--- config.mk ---
export PLATFORM = sky130hd
export DESIGN_NAME = ls_result_stage
export DESIGN_NICKNAME = d
export VERILOG_FILES = /design/src/logic/ls_mem_pkg.sv /design/src/logic/ls_result_stage.sv
export SDC_FILE = /design/constraint.sdc
export NUM_CORES = 1
export LEC_CHECK = 0
export BUFFER_PORTS_ARGS = -buffer_cell sky130_fd_sc_hd__buf_4
export CORE_UTILIZATION = 43
export CTS_CLUSTER_SIZE = 30
export DETAILED_ROUTE_END_ITERATION = 12
export PLACE_DENSITY = 0.81
export SYNTH_ARGS = -nofsm -noshare
export SYNTH_HDL_FRONTEND = slang
export SYNTH_SLANG_ARGS = --single-unit
--- constraint.sdc ---
create_clock -name ctl -period 2.4 [get_ports ctl]
set_input_delay 0.48 -clock ctl [delete_from_list [all_inputs] [get_ports ctl]]
set_output_delay 0.48 -clock ctl [all_outputs]
set_load 0.05 [all_outputs]
--- src/logic/ls_mem_pkg.sv ---
//##############################
// ls_mem_pkg: widths and value
// types of the memory side
//##############################
`default_nettype none

package ls_mem_pkg;

    localparam int DATA_W = 32;                     // stack word
    localparam int BYTE_W = 8;                      // memory port
    localparam int LANE_W = $clog2(DATA_W / BYTE_W); // byte index in a word

    typedef logic [DATA_W-1:0] word_t;              // tos, nos, results
    typedef logic [BYTE_W-1:0] byte_t;              // one memory byte

endpackage

`default_nettype wire

--- src/logic/ls_result_stage.sv ---
//##############################
// ls_result_stage: output register
// and consumer credit counter
//##############################
`timescale 1ns/10ps
`default_nettype none

module ls_result_stage #(
    parameter int RSP_CREDITS = 2
) (
    input  logic              ctl,
    input  logic              reset,
    input  logic              res_valid,
    input  ls_mem_pkg::word_t res_data,
    input  logic              rsp_credit,
    output logic              res_ready,
    output logic              rsp_valid,
    output ls_mem_pkg::word_t rsp_data
);

    localparam int CW = $clog2(RSP_CREDITS + 1);

    logic [CW-1:0] credits;                 // free slots at the consumer

    // a slot left and nothing leaving this cycle
    assign res_ready = (credits != '0) && !rsp_valid;

    always_ff @(posedge ctl) begin
        if (reset) begin
            rsp_valid <= 1'b0;
            credits   <= CW'(RSP_CREDITS);
        end else begin
            rsp_valid <= res_valid;                 // one cycle behind
            case ({rsp_valid, rsp_credit})
                2'b10:   credits <= credits - CW'(1);   // slot taken
                2'b01:   credits <= credits + CW'(1);   // slot freed
                default: credits <= credits;
            endcase
        end
    end

    always_ff @(posedge ctl) begin
        if (res_valid) rsp_data <= res_data;
    end

    // consumer returned more credits than it owns
    a_credit_bound: assert property (@(posedge ctl) disable iff (reset)
        credits <= CW'(RSP_CREDITS))
        else $error("response credit count above RSP_CREDITS");

endmodule

`default_nettype wire

[Word level (Yosys, flattened, before mapping)]
Index checks and enable logic that the tools add are counted.
Word-level totals
  logic and storage cells: 12
  register bits: 35
Operators by class
  reduce and logical (&&, ||, !) cells: 4
  eq/ne operators: 2
  muxes and demuxes: 1
  add/subtract/negate cells: 2
Operators by type and width (number)
  $pmux W2 S2: 1
  $reduce_bool A2 Y1: 2
  $add A2 B1 Y2 const B: 1
  $eq A2 B1 Y1 const B: 1
  $eq A2 B2 Y1 const B: 1
  $sub A2 B1 Y2 const B: 1
  $logic_and A1 B1 Y1: 1
  $logic_not A1 Y1: 1

[Logic depth before layout (Yosys ltp)]
  depth in word-level cells: 2
  gate-level depth with buffers: 5

[Worst setup path after synthesis]
OpenSTA, ideal clock, no wires.
  path kind: register to output
  start point: register rsp_valid
  end point: output port res_ready
  arrival: 1.201 ns
  required time: 1.920 ns
  stages on the path, launching flop included: 2
  slack: 0.719 ns
  cell sequence: dfxtp_1 -> nor2_1
Between the ends
  word-level cells in the longest chain between the ends: 2
Ends and longest elaborated chain
  start: declaration: line ls_result_stage.sv:17  | output logic rsp_valid,
  start signal: assignment: line ls_result_stage.sv:33  | rsp_valid <= res_valid;
  $logic_not A1 Y1: line ls_result_stage.sv:26  | assign res_ready = (credits != '0) && !rsp_valid;
  $logic_and A1 B1 Y1: line ls_result_stage.sv:26
  end: declaration: line ls_result_stage.sv:16  | output logic res_ready,
Every way passes these cells.

[Worst setup path in the final report]
  start point: register credits[0]
  end point: output port res_ready
Between the ends
  word-level cells in the longest chain between the ends: 2
Ends and longest elaborated chain
  start: declaration: line ls_result_stage.sv:23  | logic [CW-1:0] credits;
  start signal: assignment: line ls_result_stage.sv:31  | credits <= CW'(RSP_CREDITS);
  start signal: assignment: line ls_result_stage.sv:35  | 2'b10: credits <= credits - CW'(1);
  start signal: assignment: line ls_result_stage.sv:36  | 2'b01: credits <= credits + CW'(1);
  $reduce_bool A2 Y1: line ls_result_stage.sv:26
  $logic_and A1 B1 Y1: line ls_result_stage.sv:26
Every way passes these cells.

==> results.txt <==
power per cell area - 809 nW/um^2
first-pass GRT wire length - 3200 um
syn nets - 83
relative slew slack - 73.4%
leading area contributor after synthesis - edfxtp_1
Netlist cell types - 10
Post-Synth Adder-Cell Area - 1.15%
fmax - 0.646 GHz
YS warnings - 0
Crit path max-delay family - flip-flops
Die Y - 52.4 um
Compound-Gate Fraction of Synth Area - 0.459%
number of placed I/O pins - 70
Bufs on Longest Clock Path - 2
Setup Skew - 0.00111 ns
Critical Path Fanout Max - 3
CTS root buf - clkbuf_4
layout cells sized above 1 - 61.8%
Slew @ Worst Pin - 0.399 ns
All-Layer GR Usage - 17.7%
cells along the critical path - nor2_1 > nor2_1 > buf_4
Area contributors post-synth - edfxtp_1 (88%), dfxtp_1 (5.5%), xor2_1 (1.6%)
Finished Core Util - 74.6%
Worst-Skew Late Latency - 0.31 ns
DRC viols - 0
Die W - 52.4 um
pre-CTS setup slack - 0.848 ns
Bufs and invs on worst path - 1
synthesized area - 1090 sq um
vias per inst - 4.56
post-synthesis mux area share - 0%
Pre-antenna DRT Iters - 3
most common cell after layout, fill and taps aside - buf_4
antenna violations before repair - 0
Post-CTS Setup Inserts - 0
crit path capture type - primary output
port bufs - 69
maximum vdd drop - 0.579 mV
H-Tree Depth - 2
TritonCTS buffer count - 5
area delta synth->final - 57.0%
Critical Path Start Type - flip-flop
Pins Over Slew Limit - 0
final critical-path share of the clock period - 64.5%
FP Rows - 17
CTS tree - yes
total power - 1.39 mW
status - completed
Leakage Power - 0.742 nW
Routed WL - 2210 um
Wirelength per Cell - 14.6 um
Critical Path RT - 1.92 ns
Initial DRC Count - 16
DP HPWL - 1720 um
Final Setup Violations - 0
starting density of the core - 47.5%
CP arrival - 1.07 ns
largest family of logic cells by synthesized area - simple AND/OR/NAND/NOR gates
Synth Area in Simple Gates - 2.87%
top-area cell type share of the netlist area - 88.1%
cts hold-fix bufs - 0
RSZ-0062 raised after global routing - no
die area - 2740 sq um
Filler Cell Count - 148
worst min-delay path class - in2reg
Setup TNS - 0 ns
post_cts resized - 0
vias - 689
gpl congestion - 0.628
GR Overflow Total - 0
final worst path period need - 1.55 ns
Post-Syn Instances - 46
#FFs+latches synth - 35
Hold Vio Cnt, Final - 0
number of diodes - 0
CORE AREA - 2300 sq um
most frequent cells in the layout - buf_4 (69), edfxtp_1 (32), clkbuf_4 (5)
Worst path slowest cell - dfxtp_1
CTS clk-pin slew, worst paths - 0.09 ns
setup ws final - 0.852 ns
vias in the first global route - 668
most frequent CP cell - nor2_1
Post-DRT Antenna Nets - 0
register area share after synthesis - 93.6%
Layout Nets - 159
maximum number of pins on one net before global-route repair - 34
synthesized area per cell - 23.7 sq um
Synth Area in XOR/XNOR - 1.61%
Max-Cap Viols - 0
CP peak stage delay - 0.40 ns
CTS Sinks - 35
Crit Path Category - reg2out
metal layers:
| layer | GRT usage (%) | part of all wire, % | wire, um |
|---|---|---|---|
| met5 | 0 | 0 | 0 |
| met4 | 5.26 | 0 | 0 |
| met3 | 10.4 | 13 | 295 |
| met2 | 28.5 | 49 | 1090 |
| met1 | 19.8 | 37 | 822 |
logic make-up after synthesis:
kind of cell / after synthesis
compound gates: 1
xor+xnor: 2
fa+ha+maj: 1
buf+inv: 1
flops: 35
simple gates: 6
worst reg2reg max path, stage by stage, from the launching register on:
cell and delay [ns]:
dfxtp_1 0.37, inv_1 0.06, ha_1 0.19, xor2_1 0.15, o21ai_0 0.12, or3b_1 0.34
sequential cells by signal, summed over array words and instances (netlist names):
| name | count |
|---|---|
| rsp_valid | 1 |
| credits | 2 |
| rsp_data | 32 |
area by class of cell:
type | count | area (sq um) | share of cell area [%]
timing repair buffer | 69 | 518 | 30.2
multi-input combinational | 10 | 66.3 | 3.87
sequential | 35 | 1020 | 59.6
tap | 28 | 35.0 | 2.05
clock buffer | 8 | 68.8 | 4.02
inverter | 1 | 3.75 | 0.219
path summary, 6_finish.rpt:
path	slack [ns]	startpoint	cells past startpoint	endpoint
setup / recovery	0.85	credits[0]	3	res_ready
hold / removal	0.33	reset	2	credits[0]
setup reg to reg	1.06	rsp_valid	5	credits[1]
hold reg to reg	0.60	credits[0]	2	credits[0]
synthesized netlist by cell type, drive strengths merged:
| cell type | count |
|---|---|
| edfxtp | 32 |
| dfxtp | 3 |
| nor2 | 3 |
| xor2 | 2 |
| ha | 1 |
| inv | 1 |
| nor2b | 1 |
| nor3 | 1 |
| o21ai | 1 |
| or3b | 1 |
report_power, final:
part | total, mW | internal [mW] | switching, mW
registers | 0.737 | 0.719 | 0.0177
clock network | 0.338 | 0.172 | 0.166
logic | 0.310 | 0.102 | 0.208
total | 1.39 | 0.993 | 0.392
through the flow:
| stage | hold WS, ns | area (sq um) | instances |
|---|---|---|---|
| finish | 0.331 | 1710 | 151 |
| global route | 0.295 | 1710 | 151 |
| CTS | 0.314 | 1710 | 151 |
| detailed placement | 0.582 | 1640 | 143 |
| global placement | 0.533 | 1640 | 143 |
| floorplan | 0.519 | 1090 | 46 |
No activity file was read; power rests on OpenSTA's default activity.
