<file path="config.mk">
export PLATFORM = sky130hd
export DESIGN_NAME = ls_cmd_queue
export DESIGN_NICKNAME = d
export VERILOG_FILES = /design/src/logic/ls_isa_pkg.sv /design/src/logic/ls_mem_pkg.sv /design/src/logic/ls_cmd_queue.sv
export SDC_FILE = /design/constraint.sdc
export NUM_CORES = 1
export LEC_CHECK = 0
export ABC_AREA = 1
export BUFFER_PORTS_ARGS = -buffer_cell sky130_fd_sc_hd__buf_2
export CORE_MARGIN = 2
export CORE_UTILIZATION = 40
export CTS_CLUSTER_SIZE = 10
export DETAILED_ROUTE_END_ITERATION = 16
export GPL_ROUTABILITY_DRIVEN = 0
export GPL_TIMING_DRIVEN = 0
export MAX_ROUTING_LAYER = met4
export PLACE_DENSITY = 0.6
export SKIP_CTS_REPAIR_TIMING = 1
export SYNTH_ARGS = -nofsm -noshare
export SYNTH_HDL_FRONTEND = slang
export SYNTH_SLANG_ARGS = --single-unit
</file>
<file path="constraint.sdc">
create_clock -name ctl -period 2.85 [get_ports ctl]
set_clock_uncertainty 0.2 [all_clocks]
set_input_delay 0.57 -clock ctl [delete_from_list [all_inputs] [get_ports ctl]]
set_output_delay 0.57 -clock ctl [all_outputs]
set_load 0.02 [all_outputs]
</file>
<file path="src/logic/ls_isa_pkg.sv">
//##############################
// ls_isa_pkg: load/store opcodes
// and sequencer FSM states
//##############################
`default_nettype none

package ls_isa_pkg;

    // command opcodes, bit 2 marks a store in the memory group
    typedef enum logic [3:0] {
        op_iaload  = 4'h0,      // word load
        op_saload  = 4'h1,      // half load
        op_baload  = 4'h2,      // byte load
        op_iastore = 4'h4,      // word store
        op_sastore = 4'h5,      // half store
        op_bastore = 4'h6,      // byte store
        op_get     = 4'h8,      // console in, one byte
        op_put     = 4'h9       // console out, one byte
    } ls_op_t;

    // sequencer states
    typedef enum logic [1:0] {
        st_idle = 2'd0,         // waiting for queue head
        st_xfer = 2'd1,         // one byte per cycle
        st_hold = 2'd2          // result waits for a free slot
    } ls_state_t;

endpackage

`default_nettype wire

</file>
<file path="src/logic/ls_mem_pkg.sv">
//##############################
// ls_mem_pkg: widths and value
// types of the memory side
//##############################
`default_nettype none

package ls_mem_pkg;

    localparam int DATA_W = 32;                     // stack word
    localparam int BYTE_W = 8;                      // memory port
    localparam int LANE_W = $clog2(DATA_W / BYTE_W); // byte index in a word

    typedef logic [DATA_W-1:0] word_t;              // tos, nos, results
    typedef logic [BYTE_W-1:0] byte_t;              // one memory byte

endpackage

`default_nettype wire

</file>
<file path="src/logic/ls_cmd_queue.sv">
//##############################
// ls_cmd_queue: credit-based
// command FIFO ahead of the sequencer
//##############################
`timescale 1ns/10ps
`default_nettype none

module ls_cmd_queue #(
    parameter int CMD_DEPTH = 4
) (
    input  logic               ctl,
    input  logic               reset,
    input  logic               cmd_valid,
    input  ls_isa_pkg::ls_op_t cmd_op,
    input  ls_mem_pkg::word_t  cmd_tos,
    input  ls_mem_pkg::word_t  cmd_nos,
    input  logic               q_pop,
    output logic               cmd_credit,
    output logic               q_valid,
    output ls_isa_pkg::ls_op_t q_op,
    output ls_mem_pkg::word_t  q_tos,
    output ls_mem_pkg::word_t  q_nos
);
    import ls_isa_pkg::*;
    import ls_mem_pkg::*;

    localparam int PW = (CMD_DEPTH > 1) ? $clog2(CMD_DEPTH) : 1;   // pointer width
    localparam int CW = $clog2(CMD_DEPTH + 1);                      // count width

    ls_op_t        op_mem  [CMD_DEPTH];     // entry storage
    word_t         tos_mem [CMD_DEPTH];
    word_t         nos_mem [CMD_DEPTH];
    logic [PW-1:0] wr_ptr;
    logic [PW-1:0] rd_ptr;
    logic [CW-1:0] count;                   // entries held
    logic          pop;

    // wrap at CMD_DEPTH, depth need not be a power of two
    function automatic logic [PW-1:0] ptr_next(input logic [PW-1:0] p);
        return (p == PW'(CMD_DEPTH - 1)) ? '0 : p + PW'(1);
    endfunction

    assign pop        = q_pop && q_valid;   // only a real entry leaves
    assign cmd_credit = pop;                // slot freed, credit back to sender
    assign q_valid    = (count != '0);
    assign q_op       = op_mem[rd_ptr];     // head of queue
    assign q_tos      = tos_mem[rd_ptr];
    assign q_nos      = nos_mem[rd_ptr];

    always_ff @(posedge ctl) begin
        if (cmd_valid) begin
            op_mem[wr_ptr]  <= cmd_op;
            tos_mem[wr_ptr] <= cmd_tos;
            nos_mem[wr_ptr] <= cmd_nos;
        end
    end

    always_ff @(posedge ctl) begin
        if (reset) begin
            wr_ptr <= '0;
            rd_ptr <= '0;
            count  <= '0;
        end else begin
            if (cmd_valid) wr_ptr <= ptr_next(wr_ptr);
            if (pop)       rd_ptr <= ptr_next(rd_ptr);
            case ({cmd_valid, pop})
                2'b10:   count <= count + CW'(1);   // push only
                2'b01:   count <= count - CW'(1);   // pop only
                default: count <= count;            // both or none
            endcase
        end
    end

    // sender pushed without a credit
    a_no_overflow: assert property (@(posedge ctl) disable iff (reset)
        cmd_valid |-> (count != CW'(CMD_DEPTH)))
        else $error("command queue overflow, sender credit violation");

endmodule

`default_nettype wire

</file>
# [Word level (Yosys, flattened, before mapping)]
# Memory sizes are Yosys's and may differ from the RTL's. A register that Yosys moved wholly into a read port is not among the register bits.
# Index checks and enable logic that the tools add are counted.
[word_totals] register_bits=7 ramBits=272 inputBits=72 output_inout_bits=70 word_cells=28 mem_count=3
[classes] addsub=4 n_eq_ne=4 n_mux=11 reduce_logical=3
[mem_list] memory="nos_mem" depth=4 word_bits=32 read_ports=1 rd_ports_with_merged_regs=1 write_ports=1 line="ls_cmd_queue.sv:32" rtl="word_t nos_mem [CMD_DEPTH];"
[mem_list] memory="tos_mem" depth=4 word_bits=32 read_ports=1 rd_ports_with_merged_regs=1 write_ports=1 line="ls_cmd_queue.sv:31" rtl="word_t tos_mem [CMD_DEPTH];"
[mem_list] memory="op_mem" depth=4 word_bits=4 read_ports=1 rd_ports_with_merged_regs=1 write_ports=1 line="ls_cmd_queue.sv:30" rtl="ls_op_t op_mem [CMD_DEPTH];"
[ops] cell="$mux W2" count=8
[ops] cell="$eq A2 B2 Y1 const B" count=3
[ops] cell="$pmux W3 S2" count=1
[ops] cell="$add A2 B1 Y2 const B" count=2
[ops] cell="$add A3 B1 Y3 const B" count=1
[ops] cell="$reduce_bool A3 Y1" count=1
[ops] cell="$sub A3 B1 Y3 const B" count=1
[ops] cell="$eq A2 B1 Y1 const B" count=1
[ops] cell="$mux W1" count=2
[ops] cell="$reduce_bool A2 Y1" count=1
[ops] cell="$logic_and A1 B1 Y1" count=1

# [Logic depth before layout (Yosys ltp)]
# Gate-level depths: netlist of run 1.
[logic_depth] depth_word=4 depth_mapped=12 ltp_nobuf=12

# [Least setup slack after synthesis of run 1]
# Ideal clock, no wire load.
[synth_timing] kind="input-to-reg" startpoint="in cmd_valid" endpoint="mem nos_mem[3][0] (netlist bit), enable pin" setup_time_ps=422 arrival_ps=1927 setup_slack_ps=301 cell_stages=2 cell_sequence="nand2_1 > inv_1"
[synth_via] elab_chain_len=2
[synth_rtl] item="start: declaration" line="ls_cmd_queue.sv:13" rtl="input logic cmd_valid,"
[synth_rtl] item="$mux W1" line="ls_cmd_queue.sv:51" rtl="if (cmd_valid) begin"
[synth_rtl] item="$mux W1 (not written as such)" line="ls_cmd_queue.sv:54" rtl="nos_mem[wr_ptr] <= cmd_nos;"
[synth_rtl] item="end: declaration" line="ls_cmd_queue.sv:32"
# No other way between the ends.

==> results of run 1 <==
==> synthesized netlist by cell type <==
library cell,instances
nor3_1,1
o22ai_1,68
inv_1,16
clkbuf_4,2
nand2_1,10
ha_1,6
buf_2,13
fa_1,1
edfxtp_1,272
o21ai_1,5
buf_6,9
inv_2,1
clkbuf_2,9
or2_2,1
nand3_1,4
dfxtp_1,9
and2_1,1
o21ai_0,134
a21oi_1,6
nand4_1,1
inv_6,1
clkbuf_1,10
nor2_1,140
==> worst max path at each step <==
stage,from,endpoint,slack (ns),cells after the start
global route,register,q_tos[19],0.009,6
finish,register,q_nos[21],0.11,4
CTS,register,q_nos[13],-0.13,5
floorplan,cmd_valid,nos_mem[3][0],0.30,2
global placement,cmd_valid,tos_mem[3][17],-1.01,3
detailed placement,register,q_nos[13],0.39,5
==> cells by family after synthesis <==
| family | Yosys count | share of synthesized area, % |
|---|---|---|
| and+or+nand+nor | 158 | 5.759 |
| adders and majority gates | 7 | 0.9024 |
| AOI/OAI and AO/OA | 213 | 10.92 |
| buffers and inverters | 61 | 3.194 |
| DFF | 281 | 79.22 |
==> worst max-delay path: stages, from the launching register on <==
cell and delay, ns:
dfxtp_2 0.46, buf_1 0.36, o21ai_0 0.15, o22ai_1 0.29
buf_2 0.23
==> registers in the layout, indices dropped and copies added (netlist names), named ones only <==
register  count
wr_ptr        2
nos_mem     128
count         3
tos_mem     128
rd_ptr        2
op_mem       16
==> power by group through the flow <==
stage,sequential (mW),combinational (mW),clock (mW)
4_1_cts,4.80,2.74,3.86
3_3_place_gp,4.90,2.70,0
2_1_floorplan,4.87,1.71,0
6_report,4.80,2.72,3.77
5_1_grt,4.82,2.96,4.03
3_5_place_dp,4.88,2.73,0
==> area by class of cell <==
| class | count | area, um2 | area share [%] |
|---|---|---|---|
| antenna | 1 | 2.502 | 0.01962 |
| buffer | 43 | 279.0 | 2.187 |
| clock buffer | 44 | 962.2 | 7.543 |
| clock inverter | 2 | 7.507 | 0.05885 |
| inverter | 18 | 82.58 | 0.6474 |
| multi-input combinational | 378 | 1853 | 14.53 |
| sequential | 281 | 8349 | 65.45 |
| tap | 335 | 419.2 | 3.286 |
| timing repair buffer | 146 | 800.8 | 6.278 |
==> per-stage QoR <==
stage                     setup slack [ns]  util [%]  area (um2)  hold WS (ns)
final                               0.1086     49.09       12760       0.05235
after global routing              0.008648     49.09       12760       0.03592
after CTS                          -0.1302     48.99       12730       0.03045
after detailed placement            0.3938     45.26       11760        0.3236
after global placement              -1.014     44.88       11660        0.3174
after floorplan                     0.3014         -       10540        0.2827
==> layer usage <==
metal | up-vias | share of wire, % | track usage, %
li1 | 3057 | - | -
met4 | 0 | 1.6 | 4.498
met1 | 3177 | 45 | 22.35
met2 | 210 | 47 | 27.37
met3 | 36 | 6.2 | 3.765
met5 | - | 0 | -
==> results.sh, run 1 <==
export IMPL_fmax_mhz=364.8
export IMPL_antenna_left=0
export IMPL_ios=142
export IMPL_grt_max_degree=45
export IMPL_cts_sinks=281
export IMPL_hpwlAfterDp_mm=13.90
export IMPL_globalRouteOverflowTotal=0
export IMPL_outcome="complete, no violations"
export IMPL_clock_latency_ns=0.48
export IMPL_synthDistinctLibCells=23
export IMPL_die_x_um=166.3
export IMPL_first_global_vias=6402
export IMPL_maxSlewHeadroom_pct=60.94
export IMPL_rsz0062_at_grt="false"
export IMPL_r2r_end="count[2]"
export IMPL_port_buffers=141
export IMPL_worst_slew_pin_slew_ns=0.5859
export IMPL_num_vias=6480
export IMPL_cts_buffers=34
export IMPL_grt_antenna_before_repair=1
export IMPL_hp_start="reset"
export IMPL_required_ns=2.08
export IMPL_holdPathStages=2
export IMPL_dp_cells=1200
export IMPL_synth_area_top_cells="edfxtp_1 78%, o21ai_0 6.4%, nor2_1 5.0%, o22ai_1 4.0%, dfxtp_1 1.7%"
export IMPL_die_y_um=166.3
export IMPL_yosys_area_top_type="edfxtp_1"
export IMPL_ys_ff_latch=281
export IMPL_power_density_nw_per_um2=885.5
export IMPL_dr_pass1_iters=5
export IMPL_holdPathEnd="wr_ptr[0]"
export IMPL_final_cell_mix="272 x edfxtp_1, 153 x buf_2, 140 x nor2_1"
export IMPL_fill_cells=2253
export IMPL_clkTransAtPathRegs_ns=0.05
export IMPL_die_area_um2=27660
export IMPL_drive_above_1_share_pct=25.55
export IMPL_start_kind="register"
export IMPL_cp_arrival_ns=1.97
export IMPL_initial_core_util_pct=40.55
export IMPL_path_class="register to output pin"
export IMPL_vias_per_cell=5.192
export IMPL_cts_max_path_buffers=3
export IMPL_critPathMaxFanout=10
export IMPL_switchingPower_mw=3.377
export IMPL_vdd_drop_max_mv=0.4512
export IMPL_routedWlPerCell_um=18.88
export IMPL_cts_tree="done"
export IMPL_drt_iter0_markers=532
export IMPL_syn_to_final_growth_pct=21.05
export IMPL_hold_path_class="primary input to register"
export IMPL_finalPower_mw=11.30
export IMPL_nNetsFinal=981
export IMPL_layout_cells_non_filler=1248
export IMPL_grt_usage_pct=17.10
export IMPL_synth_seq_area_share_pct=79.22
export IMPL_core_area_um2=25980
export IMPL_combPwrFrac_pct=24.1
export IMPL_setup_viol=0
export IMPL_r2r_slack_ns=0.85
export IMPL_rows=59
export IMPL_yosysWarnings=0
export IMPL_seq_power_share_pct=42.5
export IMPL_route_detailed_drc=0
export IMPL_wl_mm=23.57
export IMPL_ff2ff_path_depth=12
export IMPL_syn_inst=720
export IMPL_slew_viol_final=0
export IMPL_clockPowerShare_pct=33.4
export IMPL_clockRootBuffer="clkbuf_16"
export IMPL_worstReg2RegStart="count[0]"
export IMPL_final_common_cell="edfxtp_1"
export IMPL_leakage_nw=4.568
export IMPL_max_cap_viol_count=0
export IMPL_synth_top_cell_area_share_pct=77.51
export IMPL_finalSetupTns_ns=0
export IMPL_netSwitchingFraction_pct=29.90
export IMPL_grt_pass1_wl_mm=35.45
export IMPL_p_int_mw=7.918
export IMPL_fin_crit_ns=2.741
export IMPL_endpoint_kind="output pin"
export IMPL_htreeDepth=2
export IMPL_syn_avg_cell_area_um2=14.64
export IMPL_fin_crit_sh_pct=96.19
export IMPL_syn_nets=799
export IMPL_netlist_area_um2=10540
export IMPL_finalHoldViolations=0
(Power assumes the default switching activity.)
==> run 2, diff against run 1 <==
- HOLD_SLACK_MARGIN: unset -> 0.12
==> run 2 against run 1 <==
Count of clock-buffer cells in the layout did not move. Clock power about the same. Total power is 0.73% higher. Sequential cell count is the same.
==> results.sh, run 2 (same netlist as run 1, synthesis figures left out) <==
export IMPL_outcome="complete, no violations"
export IMPL_grt_pass1_wl_mm=35.45
export IMPL_start_kind="register"
export IMPL_syn_to_final_growth_pct=27.61
export IMPL_htreeDepth=2
export IMPL_worstPathCellList="buf_1 > o21ai_0 > o22ai_1 > buf_2"
export IMPL_cp_arrival_ns=1.97
export IMPL_port_buffers=141
export IMPL_ff2ff_path_depth=12
export IMPL_drt_iter0_markers=514
export IMPL_dp_cells=1200
export IMPL_final_cell_mix="272 x edfxtp_1, 153 x buf_2, 140 x nor2_1"
export IMPL_cts_buffers=34
export IMPL_path_delay_family="buffers and inverters"
export IMPL_num_vias=6678
export IMPL_critPathMaxFanout=10
export IMPL_grt_usage_pct=17.10
export IMPL_top_regs="nos_mem: 128 flops, tos_mem: 128 flops, op_mem: 16 flops"
export IMPL_die_area_um2=27660
export IMPL_first_global_vias=6402
export IMPL_vdd_drop_max_mv=0.4562
export IMPL_final_common_cell="edfxtp_1"
export IMPL_slew_viol_final=0
export IMPL_finalSetupTns_ns=0
export IMPL_rows=59
export IMPL_rsz0062_at_grt="false"
export IMPL_max_cap_viol_count=0
export IMPL_nNetsFinal=1050
export IMPL_use_met2_pct=27.37
export IMPL_drive_above_1_share_pct=23.75
export IMPL_worst_path_stages=4
export IMPL_fin_crit_ns=2.738
export IMPL_fin_crit_sh_pct=96.06
export IMPL_cts_tree="done"
export IMPL_die_x_um=166.3
export IMPL_setup_viol=0
export IMPL_routedWlPerCell_um=18.12
export IMPL_r2r_slack_ns=0.86
export IMPL_post_route_util_pct=51.75
export IMPL_slowest_delay_ns=0.46
export IMPL_clkTransAtPathRegs_ns=0.05
export IMPL_layout_cells_non_filler=1317
export IMPL_critPathBufInv=2
export IMPL_slowest_stage="dfxtp_2"
export IMPL_power_density_nw_per_um2=846.1
export IMPL_initial_core_util_pct=40.55
export IMPL_wl_mm=23.86
export IMPL_place_area_um2=11760
export IMPL_cts_max_path_buffers=3
export IMPL_final_cell_area_um2=13450
export IMPL_cts_sinks=281
export IMPL_worstReg2RegStart="count[0]"
export IMPL_gr_max_usage_layer="met2"
export IMPL_required_ns=2.08
export IMPL_pre_cts_ws_ns=0.3938
export IMPL_route_detailed_drc=0
export IMPL_grt_antenna_before_repair=1
export IMPL_globalRouteOverflowTotal=0
export IMPL_vias_per_cell=5.071
export IMPL_worst_slew_pin_slew_ns=0.5661
export IMPL_clock_latency_ns=0.48
export IMPL_finalHoldViolations=0
export IMPL_endpoint_kind="output pin"
export IMPL_ios=142
export IMPL_hold_path_class="primary input to register"
export IMPL_cp_endpoint="q_nos[21]"
export IMPL_antenna_left=0
export IMPL_die_y_um=166.3
export IMPL_r2r_end="count[2]"
export IMPL_path_class="register to output pin"
export IMPL_maxSlewHeadroom_pct=62.26
export IMPL_core_area_um2=25980
export IMPL_fmax_mhz=365.3
export IMPL_globalRouteMet3Util_pct=3.765
export IMPL_leakage_nw=4.856
export IMPL_hpwlAfterDp_mm=13.90
export IMPL_clockRootBuffer="clkbuf_16"
export IMPL_grt_max_degree=45
export IMPL_grtUsageMet1_pct=22.35
export IMPL_setup_slack_ns=0.1122
export IMPL_dr_pass1_iters=4
==> run 2: cell count changes in the layout (fill, tap and decap cells not counted) <==
cell and change:
dlygate4sd3_1 +69
==> run 2: where the power goes <==
group          total, mW  switching (mW)  internal [mW]  leakage, nW
registers           4.80          0.0593           4.74         2.57
logic               2.80            1.89          0.908         1.81
clock network       3.78            1.45           2.33        0.473
==> run 2: worst reg2reg max path: cells and delay by family, from the launching register on <==
family | cells | cell delay, ns
buffers and inverters | 4 | 0.26
adder cells (fa/ha/maj) | 2 | 0.54
AND/OR/NAND/NOR | 6 | 0.61
flip-flops | 1 | 0.30
==> run 2: layer usage <==
layer	share of wire, %	vias up
met5	0	-
met4	1.4	0
met3	5.5	32
met2	48	188
met1	45	3263
li1	-	3195
==> run 2: through the flow <==
step / total power [mW] / hold WS [ns]
global route: 11.88 / 0.2382
detailed placement: 7.614 / 0.3236
finish: 11.38 / 0.2405
global placement: 7.599 / 0.3174
floorplan: 6.579 / 0.2827
CTS: 11.40 / 0.03045
==> run 2: how the worst min path moves through the flow <==
stage	start	endpoint	slack, ns	depth (start not counted)
finish	q_pop	register	0.24	4
global route	q_pop	register	0.24	4
CTS	reset	wr_ptr[0]	0.03	2
detailed placement	rd_ptr[1]	rd_ptr[1]	0.32	2
global placement	count[1]	count[1]	0.32	2
floorplan	rd_ptr[1]	register	0.28	2
==> run 2: layout make-up <==
class                      instances  area, um2
clock buffer                      44      962.2
fill                            2199      12540
antenna                            1      2.502
tap                              335      419.2
timing repair buffer             215       1491
buffer                            43      279.0
sequential                       281       8349
clock inverter                     2      7.507
multi-input combinational        378       1853
inverter                          18      82.58
