[src/logic/ls_isa_pkg.sv]
//##############################
// ls_isa_pkg: load/store opcodes
// and sequencer FSM states
//##############################
`default_nettype none

package ls_isa_pkg;

    // command opcodes, bit 2 marks a store in the memory group
    typedef enum logic [3:0] {
        op_iaload  = 4'h0,      // word load
        op_saload  = 4'h1,      // half load
        op_baload  = 4'h2,      // byte load
        op_iastore = 4'h4,      // word store
        op_sastore = 4'h5,      // half store
        op_bastore = 4'h6,      // byte store
        op_get     = 4'h8,      // console in, one byte
        op_put     = 4'h9       // console out, one byte
    } ls_op_t;

    // sequencer states
    typedef enum logic [1:0] {
        st_idle = 2'd0,         // waiting for queue head
        st_xfer = 2'd1,         // one byte per cycle
        st_hold = 2'd2          // result waits for a free slot
    } ls_state_t;

endpackage

`default_nettype wire

[src/logic/ls_mem_pkg.sv]
//##############################
// ls_mem_pkg: widths and value
// types of the memory side
//##############################
`default_nettype none

package ls_mem_pkg;

    localparam int DATA_W = 32;                     // stack word
    localparam int BYTE_W = 8;                      // memory port
    localparam int LANE_W = $clog2(DATA_W / BYTE_W); // byte index in a word

    typedef logic [DATA_W-1:0] word_t;              // tos, nos, results
    typedef logic [BYTE_W-1:0] byte_t;              // one memory byte

endpackage

`default_nettype wire

[src/logic/ls_unit.sv]
//##############################
// ls_unit: byte-serial load/store
// sequencer over a byte-wide memory
//##############################
`timescale 1ns/10ps
`default_nettype none

module ls_unit #(
    parameter int ASZ  = 12,
    parameter int TIB  = 'h100,
    parameter int OBUF = 'h140
) (
    input  logic               ctl,
    input  logic               reset,
    input  logic               q_valid,
    input  ls_isa_pkg::ls_op_t q_op,
    input  ls_mem_pkg::word_t  q_tos,
    input  ls_mem_pkg::word_t  q_nos,
    input  ls_mem_pkg::byte_t  mem_rdata,
    input  logic               res_ready,
    output logic               q_pop,
    output logic [ASZ-1:0]     mem_addr,
    output logic               mem_we,
    output ls_mem_pkg::byte_t  mem_wdata,
    output logic               res_valid,
    output ls_mem_pkg::word_t  res_data
);
    import ls_isa_pkg::*;
    import ls_mem_pkg::*;

    ls_state_t         state;
    logic [LANE_W-1:0] phase;       // byte count within the command
    logic [LANE_W-1:0] last_q;      // bytes - 1, latched at pop
    logic [LANE_W-1:0] sel;         // byte of tos being written
    logic              load_q;      // load or get in flight
    word_t             tos_q;       // store data
    word_t             acc;         // load result shifter
    logic [ASZ-1:0]    addr_q;      // steps by one per byte
    logic [ASZ-1:0]    ibuf;        // console input pointer
    logic [ASZ-1:0]    obuf;        // console output pointer
    logic              take;

    // decode of the queue head
    logic              dec_load;
    logic [LANE_W-1:0] dec_last;
    logic [ASZ-1:0]    dec_base;
    logic              dec_in;      // get bumps ibuf
    logic              dec_out;     // put bumps obuf

    always_comb begin
        dec_load = 1'b1;
        dec_last = '0;
        dec_base = q_tos[ASZ-1:0];  // loads address by tos
        dec_in   = 1'b0;
        dec_out  = 1'b0;
        case (q_op)
            op_iaload: dec_last = LANE_W'(3);
            op_saload: dec_last = LANE_W'(1);
            op_baload: dec_last = '0;
            op_iastore: begin
                dec_load = 1'b0;
                dec_last = LANE_W'(3);
                dec_base = q_nos[ASZ-1:0];  // stores address by nos
            end
            op_sastore: begin
                dec_load = 1'b0;
                dec_last = LANE_W'(1);
                dec_base = q_nos[ASZ-1:0];
            end
            op_bastore: begin
                dec_load = 1'b0;
                dec_base = q_nos[ASZ-1:0];
            end
            op_get: begin
                dec_base = ibuf;
                dec_in   = 1'b1;
            end
            op_put: begin
                dec_load = 1'b0;
                dec_base = obuf;
                dec_out  = 1'b1;
            end
            default: dec_load = 1'b1;       // unused codes act as byte load
        endcase
    end

    assign take      = (state == st_idle) && q_valid;
    assign q_pop     = take;
    assign sel       = last_q - phase;                    // highest byte first
    assign mem_addr  = (state == st_idle) ? dec_base : addr_q; // first read at pop
    assign mem_we    = (state == st_xfer) && !load_q;
    assign mem_wdata = tos_q[sel*BYTE_W +: BYTE_W];
    assign res_data  = acc;

    // per-command payload
    always_ff @(posedge ctl) begin
        if (take) begin
            tos_q  <= q_tos;
            load_q <= dec_load;
            last_q <= dec_last;
            acc    <= '0;                                   // zero-extend
            addr_q <= dec_load ? dec_base + ASZ'(1) : dec_base; // loads run one ahead
        end else if (state == st_xfer) begin
            addr_q <= addr_q + ASZ'(1);
            if (load_q) acc <= {acc[DATA_W-BYTE_W-1:0], mem_rdata}; // merge at bottom
        end
    end

    // FSM, buffer pointers and result strobe
    always_ff @(posedge ctl) begin
        if (reset) begin
            state     <= st_idle;
            phase     <= '0;
            res_valid <= 1'b0;
            ibuf      <= ASZ'(TIB);
            obuf      <= ASZ'(OBUF);
        end else begin
            res_valid <= 1'b0;                              // one-cycle pulse
            case (state)
                st_idle: begin
                    if (take) begin
                        state <= st_xfer;
                        phase <= '0;
                        if (dec_in)  ibuf <= ibuf + ASZ'(1);
                        if (dec_out) obuf <= obuf + ASZ'(1);
                    end
                end
                st_xfer: begin
                    if (phase != last_q) begin
                        phase <= phase + LANE_W'(1);
                    end else if (!load_q) begin
                        state <= st_idle;                   // last write done
                    end else if (res_ready) begin
                        res_valid <= 1'b1;                  // last byte merged now
                        state     <= st_idle;
                    end else begin
                        state <= st_hold;                   // no slot downstream
                    end
                end
                st_hold: begin
                    if (res_ready) begin
                        res_valid <= 1'b1;
                        state     <= st_idle;
                    end
                end
                default: state <= st_idle;
            endcase
        end
    end

    a_no_idle_write: assert property (@(posedge ctl) disable iff (reset)
        (state == st_idle) |-> !mem_we)
        else $error("memory write while sequencer idle");

    // ready was sampled a cycle earlier, must still hold at the strobe
    a_res_has_slot: assert property (@(posedge ctl) disable iff (reset)
        res_valid |-> res_ready)
        else $error("result issued without a free result slot");

endmodule

`default_nettype wire

[config.mk]
export PLATFORM = sky130hd
export DESIGN_NAME = ls_unit
export DESIGN_NICKNAME = d
export VERILOG_FILES = /design/src/logic/ls_isa_pkg.sv /design/src/logic/ls_mem_pkg.sv /design/src/logic/ls_unit.sv
export SDC_FILE = /design/constraint.sdc
export NUM_CORES = 1
export LEC_CHECK = 0
export ABC_AREA = 1
export BUFFER_PORTS_ARGS = -buffer_cell sky130_fd_sc_hd__buf_2
export CORE_ASPECT_RATIO = 0.5
export CORE_UTILIZATION = 50
export CTS_BUF_LIST = sky130_fd_sc_hd__clkbuf_16
export CTS_CLUSTER_DIAMETER = 100
export DETAILED_ROUTE_END_ITERATION = 8
export GPL_ROUTABILITY_DRIVEN = 0
export PLACE_DENSITY = 0.88
export SLEW_MARGIN = 20
export SYNTH_ARGS = -nofsm -noshare
export SYNTH_HDL_FRONTEND = slang
export SYNTH_SLANG_ARGS = --single-unit
[constraint.sdc]
create_clock -name ctl -period 2.5 [get_ports ctl]
set_input_delay 0.25 -clock ctl [delete_from_list [all_inputs] [get_ports ctl]]
set_output_delay 0.25 -clock ctl [all_outputs]
set_load 0.02 [all_outputs]
### Yosys cells after proc, flatten, opt, wreduce, memory -nomap -nowiden

Index checks and enable logic that the tools add are counted.

* add/sub/neg operators: 6
* muxes and demuxes: 22
* reduce and logical (&&, ||, !) cells: 16
* eq/ne operators: 13
* shifts and indexed selects: 1

Operator list (count)
* 12-bit by 1-bit adder with 12-bit output, second input constant: 4
* 12-bit two-way mux: 4
* 12-bit case mux with 3 select lines: 1
* 32-bit by 6-bit indexed part select with 8-bit output: 1
* 2-bit two-way mux: 7
* 4-bit by 3-bit == test with 1-bit output, second input constant: 3
* 3-bit AND reduction: 4
* 4-bit == test, second input constant: 2
* 2-bit case mux with 2 select lines: 2
* 1-bit two-way mux: 6
* 2-bit != test, second input constant: 3
* 2-bit case mux with 3 select lines: 1
* 4-bit by 1-bit == test with 1-bit output, second input constant: 1
* 4-bit logical NOT: 1
* 2-bit nonzero test: 2
* 2-bit OR reduction: 2
* 4-bit OR reduction: 1
* 3-bit OR reduction: 1
* 2-bit by 1-bit adder with 2-bit output, second input constant: 1
* 2-bit by 1-bit == test with 1-bit output, second input constant: 1
* 2-bit == test, second input constant: 1
* 1-bit logical AND: 2
* 2-bit logical NOT: 1
* 2-bit by 1-bit != test with 1-bit output, second input constant: 1
* 5 further kinds: 5

* bits of input ports: 80
* word-level logic and storage cells: 68
* output and inout port bits: 55
* bits in registers: 108

### Logic depth before layout (Yosys ltp)

Gate-level depths: netlist of run 1.

* depth in word-level cells: 6
* gate-level depth with buffers: 17

### Worst setup path before layout of run 1

No wires, ideal clock.

* path kind: reg2out
* from: register last_q[0]
* to: output port mem_wdata[4]
* path slack: 0.378 ns
* path buffers: 2
* cell stages (with the launch flop): 7
* arrival: 1.872 ns
* required time: 2.250 ns
* cell sequence: edfxtp_1 -> inv_1 -> ha_1 -> clkbuf_1 -> clkbuf_1 -> mux2i_1 -> o21ai_0

* longest elaborated chain between the ends: 2

Ends and longest elaborated chain
* start: declaration: RTL line ls_unit.sv:33 `logic [LANE_W-1:0] last_q;`
* start signal: assignment: RTL line ls_unit.sv:100 `last_q <= dec_last;`
* 2-bit subtractor: RTL line ls_unit.sv:89 `assign sel = last_q - phase;`
* 32-bit by 6-bit indexed part select with 8-bit output: RTL line ls_unit.sv:92 `assign mem_wdata = tos_q[sel*BYTE_W +: BYTE_W];`
* end: declaration: RTL line ls_unit.sv:24 `output ls_mem_pkg::byte_t mem_wdata,`

Every way passes these cells.

### Final worst setup path of run 1

* from: register phase[0]
* to: output port mem_wdata[0]

* longest elaborated chain between the ends: 2

Ends and longest elaborated chain
* start: declaration: RTL line ls_unit.sv:32 `logic [LANE_W-1:0] phase;`
* start signal: assignment: RTL line ls_unit.sv:130 `phase <= phase + LANE_W'(1);`
* 2-bit subtractor: RTL line ls_unit.sv:89
* 32-bit by 6-bit indexed part select with 8-bit output: RTL line ls_unit.sv:92

Every way passes these cells.

==> results of run 1 <==
-- synth_stat cells, types with 2 or more instances --
| cell type | count | area (um2) |
|---|---|---|
| nor3_4 | 2 | 32.53 |
| clkbuf_1 | 15 | 56.30 |
| o21ai_1 | 5 | 25.02 |
| buf_1 | 3 | 11.26 |
| a21oi_1 | 31 | 155.2 |
| a31oi_1 | 5 | 31.28 |
| xnor2_1 | 2 | 17.52 |
| nor2_1 | 109 | 409.1 |
| nand4_1 | 9 | 56.30 |
| o31ai_1 | 3 | 22.52 |
| nand2_2 | 7 | 43.79 |
| mux2i_1 | 8 | 80.08 |
| o21ai_0 | 71 | 355.3 |
| or2_2 | 9 | 56.30 |
| o211ai_1 | 8 | 60.06 |
| o22ai_1 | 6 | 37.54 |
| nor2_2 | 4 | 25.02 |
| nand3_1 | 24 | 120.1 |
| clkinv_1 | 2 | 7.510 |
| dfxtp_1 | 61 | 1221 |
| ha_1 | 8 | 100.1 |
| buf_6 | 2 | 22.52 |
| nor3_2 | 2 | 20.02 |
| nand2_4 | 2 | 22.52 |
| nor3_1 | 11 | 55.05 |
| inv_1 | 72 | 270.3 |
| o21a_1 | 2 | 15.01 |
| inv_2 | 4 | 15.01 |
| edfxtp_1 | 47 | 1411 |
| xor2_1 | 2 | 17.52 |
| nand2_1 | 97 | 364.1 |
| nor3b_1 | 2 | 15.01 |
| nor2_4 | 4 | 45.04 |
-- metal layers --
| layer | track usage [%] | up-vias | part of all wire [%] |
|---|---|---|---|
| met5 | 0 | - | 0 |
| met4 | 9.507 | 0 | 2.9 |
| met3 | 7.455 | 39 | 8.7 |
| met2 | 34.90 | 225 | 45 |
| met1 | 28.96 | 2152 | 44 |
| li1 | - | 2402 | - |
-- kinds of logic (layout without fill, tap and decap cells) --
family,after synthesis,in the layout,synth area share (%)
xor+xnor,4,4,0.6545
flops,108,108,49.17
simple gates,287,287,25.29
mux,8,8,1.496
fa+ha+maj,8,8,1.870
buf+inv,99,218,7.244
compound gates,138,138,14.28
-- cell usage in the layout, fill, tap and decap left out, types with 3 or more instances in the layout --
cell / count
a21oi_1: 31
a31oi_1: 5
buf_2: 114
buf_4: 10
clkbuf_16: 9
dfxtp_1: 61
edfxtp_1: 47
ha_1: 8
inv_1: 72
inv_2: 5
inv_6: 3
mux2i_1: 8
nand2_1: 97
nand2_2: 7
nand3_1: 24
nand4_1: 9
nor2_1: 109
nor2_2: 4
nor2_4: 4
nor3_1: 11
o211ai_1: 8
o21ai_0: 71
o21ai_1: 5
o22ai_1: 6
o31ai_1: 3
or2_2: 9
-- worst register-to-register path, stage by stage (launching register included) --
cell	delay, ps
dfxtp_1	320
inv_1	100
ha_1	180
nand2_1	110
inv_2	70
nand2_1	150
nor2_1	280
nand2_1	80
nor2_1	190
nand4_1	140
nor2_1	150
a21oi_1	80
o21a_1	110
-- power by group --
| part | switching, mW | total (mW) | internal [mW] |
|---|---|---|---|
| Combinational | 1.91 | 2.88 | 0.971 |
| Sequential | 0.223 | 2.59 | 2.37 |
| Clock | 0.666 | 1.36 | 0.690 |
| Total | 2.80 | 6.83 | 4.03 |
-- per-stage QoR --
| stage | setup slack, ps | hold slack, ps | utilization [%] | power [mW] |
|---|---|---|---|---|
| 2_1_floorplan | 378.4 | 348.9 | - | 4.591 |
| 3_3_place_gp | 111.1 | 426.6 | 58.95 | 5.411 |
| 3_5_place_dp | 92.25 | 428.1 | 59.03 | 5.498 |
| 4_1_cts | 137.7 | 62.78 | 61.76 | 6.852 |
| 5_1_grt | 15.74 | 54.01 | 61.76 | 7.293 |
| 6_report | 180.8 | 70.73 | 61.76 | 6.828 |
-- area by class of cell --
class / count / area, um2 / area share (%)
inverters: 78 / 292.8 / 4.597
multi-input cells: 445 / 2341 / 36.76
clock inverters: 7 / 56.30 / 0.8841
clock buffers: 9 / 225.2 / 3.536
well taps: 140 / 175.2 / 2.750
repair buffers: 124 / 645.6 / 10.14
flip-flops and latches: 108 / 2633 / 41.34
-- how the worst max path moves through the flow --
stage | start | to | slack, ps | depth (start not counted)
after global placement | phase[0] | mem_wdata[1] | 110 | 5
after detailed placement | q_op[2] | addr_q[10] | 90 | 16
final | phase[0] | mem_wdata[0] | 180 | 5
after floorplan | last_q[0] | mem_wdata[4] | 380 | 6
after global routing | phase[0] | mem_wdata[3] | 20 | 5
after CTS | phase[0] | mem_wdata[1] | 140 | 5
-- sequential cells by signal, indices dropped and copies added, names as in the netlist --
signal and cells:
res_data 32, tos_q 32, addr_q 12, ibuf 12, obuf 12, last_q 2
phase 2, state 2, load_q 1, res_valid 1
==> impl_results.md, run 1 <==
- Residual DRC count: 0
- Total number of nets in the final design: 854
- CTS Root Buffer Type: clkbuf_16
- CTS tree: done
- Headroom to the max-slew limit: 51.09%
- Fraction of registers with async set/reset: 0%
- Slew at the pin closest to its max-slew limit: 730.1 ps
- Post-CTS setup-driven buffer insertion count: 0
- HP Start: q_tos[23]
- Fraction of final layout cells sized beyond drive strength 1: 23.61%
- Critical path required time: 2250 ps
- PwrDens: around 1100 nW/um2
- Unrepaired setup endpoints after global routing: false
- Reg2Reg Capture Point: ibuf[11]
- Minimum setup slack among reg-to-reg paths: 440 ps
- Layout Cells excl Fill: 911
- Endpoint class of the critical path: output pin
- Diode insertion count for antenna repair: 0
- Maximum number of pins on one net before global-route repair: 57
- Number of clock buffers inserted by TritonCTS: 9
- Number of cells upsized or downsized after cts: 0
- Post-Synthesis Net Count: 740
- Delay of the slowest critical-path stage: 600 ps
- Hold crit path type: in2reg
- Worst vdd rail ir drop: 684.5 uV
- FP Rows: 26
- Kind of launch point of the worst setup path: register
- # hold bufs at CTS: 0
- Number of setup violations in the final report: 0
- Period Utilization, post-route: 92.77%
- Number of sinks on the clock net: ~110
- Global-route total usage across every layer: between 20 and 25%
- Filler instances: 865
- Total congestion overflow: 0
- Synth Cell Area: roughly 5400 um2
- Count of buffers from port buffering: 114
- Maximum count of clock buffers along a single path: 2
- Master of the slowest instance on the critical path: xnor2_2
- Ratio of routed vias to standard cells: approximately 5.3
- Iteration-0 DRC count of the detailed router: 332
- Post-detailed-route count of antenna-violating nets: 0
- Average cell area after synthesis: between 8 and 9 um2
- Total buffers and inverters traversed by the critical path: 1
- R2R cell count: 12
- Proportion of synthesized chip area in sequential cells: 49.17%
- Area post-placement: 6087 um2
- Yosys cell types: 46
- Fmax: about 430 MHz
- # placed instances: 895
- Cell breakdown of the critical path: ha_1, xnor2_2, o211ai_1, o21ai_0, buf_2
- Count of pins over their slew limit: 0
- Antenna violations before repair: 0
- Final critical path time including I/O delays and setup: 2319 ps
- Largest delay share family, worst path: XOR/XNOR gates
- Leak Pwr: 2.822 nW
- Total routed wirelength: 12.50 mm
- Number of detailed-route iterations in the first pass: 5
- Synthesis warning total: 0
- Worst r2r src: state[1]
- Clock Skew: approximately 5.4 ps
- Crit path DAT: 2070 ps
- Max-cap viol count: 0
- Clock H-tree levels: 3
- Most instantiated flip-flop cell in the synthesis netlist: dfxtp_1
- Cell count of the worst hold path: 1
- Worst-path fanout max: 16
- Hold Crit Endpoint: tos_q[23]
- Detailed-placement wirelength estimate: approximately 9 mm
- Number of global-route vias before repair: 4,164
- Detail-routed net length per standard cell: 13.72 um
- Post-Layout Inst Area: 6369 um2
- Fin. Hold Viols: 0
- Die footprint: 11,150 um2
- Clock transition at the register clock pins on the worst setup and hold paths after CTS: approximately 70 ps
- Number of primary I/O pins: 135
- Seq cells post-synth: 108
- Number of instances in the synthesized netlist: around 650
- Total number of vias: 4,818
- Area of the core region: 10,310 um2
- Initial core utilization: 51.92%
- Post-synthesis to final-layout area growth: 18.95%
- Final TNS setup: 0 ps
- Post-synth EDFFs: between 40 and 50
- Setup CP Type: reg2out
- Die width: 148.3 um
- First-pass GRT wire length: roughly 19 mm
- Clk Latency, worst-skew pair: 350 ps
- Die outline height: 75.17 um
- Run status: complete, no violations
No activity file was read; power rests on OpenSTA's default activity.
==> run 2: changes to the inputs <==
- GPL_ROUTABILITY_DRIVEN: 0 -> unset
- PLACE_DENSITY: 0.88 -> unset
- PLACE_DENSITY_LB_ADDON: unset -> 0.2
==> run 2 against run 1 <==
Effect of this change:
- total power increased by 2.0%
- clock power is 10% higher
- wire length grew 1.5%
- global-route usage up 0.50 points
- via count shrank 2.2%
- core utilization grew 0.52 points
- clock skew increased by 4.2 ps
- critical endpoint is now mem_wdata[3]
- largest cell class unchanged
==> impl_results.md, run 2 (synthesis results as in run 1) <==
- Run status: complete, no violations
- Die footprint: 11,150 um2
- Clock transition at the register clock pins on the worst setup and hold paths after CTS: 70 ps
- Number of global-route vias before repair: ~4,000
- Die outline height: 75.17 um
- Commonest non-fill, non-tap cell in the layout: buf_2
- Die width: 148.3 um
- CTS Root Buffer Type: clkbuf_16
- Antenna violations before repair: 0
- Area post-placement: slightly above 6000 um2
- Number of setup violations in the final report: 0
- Clock H-tree levels: 3
- Headroom to the max-slew limit: 55.90%
- Final GP Congestion: 0.8363
- Period Utilization, post-route: about 92%
- Final TNS setup: 0 ps
- Post-Route Hold Slack: 65.29 ps
- Number of sinks on the clock net: 108
- Residual DRC count: 0
- Filler instances: 892
- Setup CP Type: reg2out
- Total number of nets in the final design: around 860
- Ratio of routed vias to standard cells: 5.163
- Fin. Hold Viols: 0
- Clock Skew: 9.599 ps
- Maximum count of clock buffers along a single path: 2
- # hold bufs at CTS: 0
- FP Rows: 26
- Kind of launch point of the worst setup path: register
- Final critical path time including I/O delays and setup: approximately 2300 ps
- Crit path DAT: 2040 ps
- Post-synthesis to final-layout area growth: 19.96%
- Maximum number of pins on one net before global-route repair: a little over 40
- Count of pins over their slew limit: 0
- Detail-routed net length per standard cell: 13.89 um
- Total congestion overflow: 0
- Detailed-placement wirelength estimate: 9.311 mm
- Critical path required time: 2250 ps
- Clk Latency, worst-skew pair: 350 ps
- Area of the core region: 10,310 um2
- Commonest cells after routing, fill and taps aside: buf_2 (114), nor2_1 (109), nand2_1 (97), inv_1 (73), o21ai_0 (71)
- Minimum setup slack among reg-to-reg paths: 360 ps
- First-pass GRT wire length: 19.47 mm
- Number of clock buffers inserted by TritonCTS: 9
- Post-Layout Inst Area: ~6400 um2
- CTS tree: done
- Leak Pwr: 2.859 nW
- Initial core utilization: 51.92%
- Unrepaired setup endpoints after global routing: false
- Diode insertion count for antenna repair: 0
- Number of detailed-route iterations in the first pass: 5
- PwrDens: 1084 nW/um2
- Endpoint class of the critical path: output pin
- Number of primary I/O pins: approximately 140
- Slew at the pin closest to its max-slew limit: 658.2 ps
- Total routed wirelength: 12.68 mm
- Fraction of final layout cells sized beyond drive strength 1: 23.67%
- Worst-path fanout max: 16
- Max-cap viol count: 0
- Hold crit path type: in2reg
- Post-CTS setup-driven buffer insertion count: 0
- Global-route total usage across every layer: 22.89%
- Post-detailed-route count of antenna-violating nets: 0
- Fmax: 436.1 MHz
- Iteration-0 DRC count of the detailed router: 286
- Count of buffers from port buffering: 114
- Total number of vias: around 4,700
- Worst vdd rail ir drop: 541.5 uV
run 2: changes by cell type in the layout (fill, tap and decap cells not counted):
| cell | change |
|---|---|
| buf_4 | +2 |
| clkbuf_16 | +3 |
| clkinv_2 | +1 |
| clkinvlp_4 | -1 |
| inv_1 | +1 |
| inv_6 | -3 |
| inv_8 | -1 |
run 2: final cells by class:
class,instances,area [um2],share of cell area (%)
multi-input combinational,445,2341,36.45
sequential,108,2633,40.99
clock inverter,4,20.02,0.3117
clock buffer,12,300.3,4.676
inverter,78,292.8,4.559
tap,140,175.2,2.727
timing repair buffer,126,660.6,10.29
run 2: final timing paths:
path / startpoint / to / cells after the start
min: q_tos[31] / tos_q[31] / 1
max: phase[0] / mem_wdata[3] / 5
max reg2reg: state[1] / ibuf[10] / 12
min reg2reg: ibuf[10] / ibuf[10] / 1
run 2: per-layer routing:
metal  track usage (%)  vias up  wire length [um]
met5                 0        -                 0
met4             5.842        0               117
met3             5.636       12              1021
met2             37.25      159              5544
met1             30.99     2134              6000
li1                  -     2409                 -
run 2: metrics by stage:
stage | util (%) | setup slack [ps] | cells | total power [mW]
2_1_floorplan | - | 378.4 | 652 | 4.591
3_3_place_gp | 59.10 | 217.4 | 897 | 5.443
3_5_place_dp | 59.10 | 162.9 | 897 | 5.497
4_1_cts | 62.28 | 200.9 | 913 | 6.995
5_1_grt | 62.28 | 49.49 | 913 | 7.410
6_report | 62.28 | 207.1 | 913 | 6.963
run 2: worst max-delay path, cell delays in order, from the launching register on:
cell	delay, ps
dfxtp_1	370
ha_1	250
xnor2_2	550
o211ai_1	210
o21ai_0	110
buf_2	180
run 2: report_power, final:
part	switching, mW	internal [mW]
clock	0.651	0.850
sequential	0.233	2.37
combinational	1.89	0.971
run 2: what timing repair did:
item | in CTS | in global routing
endpoints found under the hold margin | 0 | 0
gates resized for setup | 1 | 0
endpoints found under the setup margin | 8 | 0
==> run 3: changes to the inputs <==
- CORE_UTILIZATION: 50 -> 35
- clock period: 2.5 -> 2.6 ns (I/O delays scaled with it)
==> run 3 against run 2 <==
Effect of this change:
- count of clock-buffer cells in the layout fell by 3
- global-route usage down 5.6 points
- cell count is 6.1% higher
- sequential power down 4%
- non-clock buffer count decreased by 2
- hold slack improved by 18 ps
- clock skew is 2.2 ps lower
- flip-flop and latch count unchanged
- first-iteration DRC count fell by 4.2%
- register-to-register slack better by 140 ps
- largest power group unchanged
- worst setup slack improved by 54 ps
==> impl_results.md, run 3 (synthesis results as in run 1) <==
- Run status: complete, no violations
- Post-synthesis to final-layout area growth: 20.33%
- Fraction of final layout cells sized beyond drive strength 1: about a quarter
- Period Utilization, post-route: 89.98%
- Die width: 176.9 um
- Initial core utilization: 36.42%
- Clk Latency, worst-skew pair: 350 ps
- Post-CTS setup-driven buffer insertion count: 0
- Endpoint class of the critical path: output pin
- Clock transition at the register clock pins on the worst setup and hold paths after CTS: 80 ps
- Slew at the pin closest to its max-slew limit: 678.8 ps
- Hold crit path type: in2reg
- Worst-path fanout max: 13
- Total number of vias: approximately 4,600
- Diode insertion count for antenna repair: 0
- Number of global-route vias before repair: 4,122
- PwrDens: 1023 nW/um2
- Number of primary I/O pins: roughly 140
- Maximum count of clock buffers along a single path: 2
- Total number of nets in the final design: 854
- Area of the core region: 14,700 um2
- Number of clock buffers inserted by TritonCTS: 9
- Number of sinks on the clock net: 108
- Worst vdd rail ir drop: 451.4 uV
- Number of detailed-route iterations in the first pass: 4
- Clock Skew: 7.442 ps
- Final TNS setup: 0 ps
- FP Rows: 31
- Final GP Congestion: about 0.84
- Global-route total usage across every layer: 17.33%
- Crit path DAT: 2080 ps
- Post-detailed-route count of antenna-violating nets: 0
- Maximum number of pins on one net before global-route repair: 57
- Detailed-placement wirelength estimate: 9.804 mm
- Ratio of routed vias to standard cells: 4.744
- Total congestion overflow: 0
- Count of pins over their slew limit: 0
- CTS tree: done
- Setup ws final: about 260 ps
- Final critical path time including I/O delays and setup: 2339 ps
- Detail-routed net length per standard cell: around 14 um
- Die footprint: 15,830 um2
- Post-Route Hold Slack: 83.34 ps
- Number of setup violations in the final report: 0
- Total routed wirelength: approximately 14 mm
- Unrepaired setup endpoints after global routing: false
- Fmax: 427.5 MHz
- First-pass GRT wire length: about 21 mm
- Commonest cells after routing, fill and taps aside: buf_2 (114), nor2_1 (109), nand2_1 (97), inv_1 (71), o21ai_0 (71)
- CTS Root Buffer Type: clkbuf_16
- Leak Pwr: 2.817 nW
- Setup CP Type: reg2out
- Clock H-tree levels: 3
- Count of buffers from port buffering: 114
- Critical path required time: ~2300 ps
- Headroom to the max-slew limit: a little over half
- Commonest non-fill, non-tap cell in the layout: buf_2
- # hold bufs at CTS: 0
- Die outline height: 89.46 um
- Iteration-0 DRC count of the detailed router: 274
- Placement Setup Slack: 126.7 ps
- Minimum setup slack among reg-to-reg paths: 500 ps
- Kind of launch point of the worst setup path: register
- Max-cap viol count: 0
- Fin. Hold Viols: 0
- Antenna violations before repair: 1
- Residual DRC count: 0
run 3: cell types whose count changed in the layout (fill, tap and decap cells not counted), sizes merged:
| cell | delta |
|---|---|
| clkbuf | -3 |
| clkinvlp | +2 |
| buf | -2 |
| inv | +1 |
run 3: where the power goes:
part	leakage (nW)	internal, mW	switching (mW)
logic	1.74	0.937	1.84
registers	0.949	2.27	0.219
clock network	0.131	0.664	0.658
total	2.82	3.88	2.72
run 3: worst max-delay path, cell delays in order, from the launching register on:
cell and delay (ps):
dfxtp_1 380, ha_1 250, xnor2_2 550, o211ai_1 240, o21ai_0 120, buf_2 180
run 3: timing repair:
action	CTS	global route
gates resized for setup	1	0
setup endpoints to repair	8	0
hold endpoints to repair	0	0
run 3: worst paths after layout:
check / start / end / cells past startpoint
worst min-delay path: q_tos[24] / tos_q[24] / 1
worst min register to register: ibuf[10] / ibuf[10] / 1
worst max-delay path: phase[0] / mem_wdata[0] / 5
worst max register to register: state[0] / ibuf[11] / 12
run 3: per-layer routing:
layer	global-route usage, %	wire length [um]	up-vias
li1	-	-	2406
met5	0	0	-
met1	23.91	6834	2073
met4	5.172	172	0
met3	4.974	809	14
met2	26.31	5691	104
run 3: area by class of cell:
type                    count  area [um2]
well taps                 198       247.7
fillers                  1540        8258
flip-flops and latches    108        2633
inverters                  78       292.8
multi-input cells         445        2341
repair buffers            124       645.6
clock inverters             7       57.56
clock buffers               9       225.2
run 3: metrics by stage:
stage	instances	util [%]	power (mW)	area [um2]
global route	969	43.82	7.121	6442
finish	969	43.82	6.591	6442
floorplan	652	-	4.415	5354
CTS	969	43.82	6.669	6442
global placement	953	41.85	5.299	6152
detailed placement	953	41.85	5.325	6152
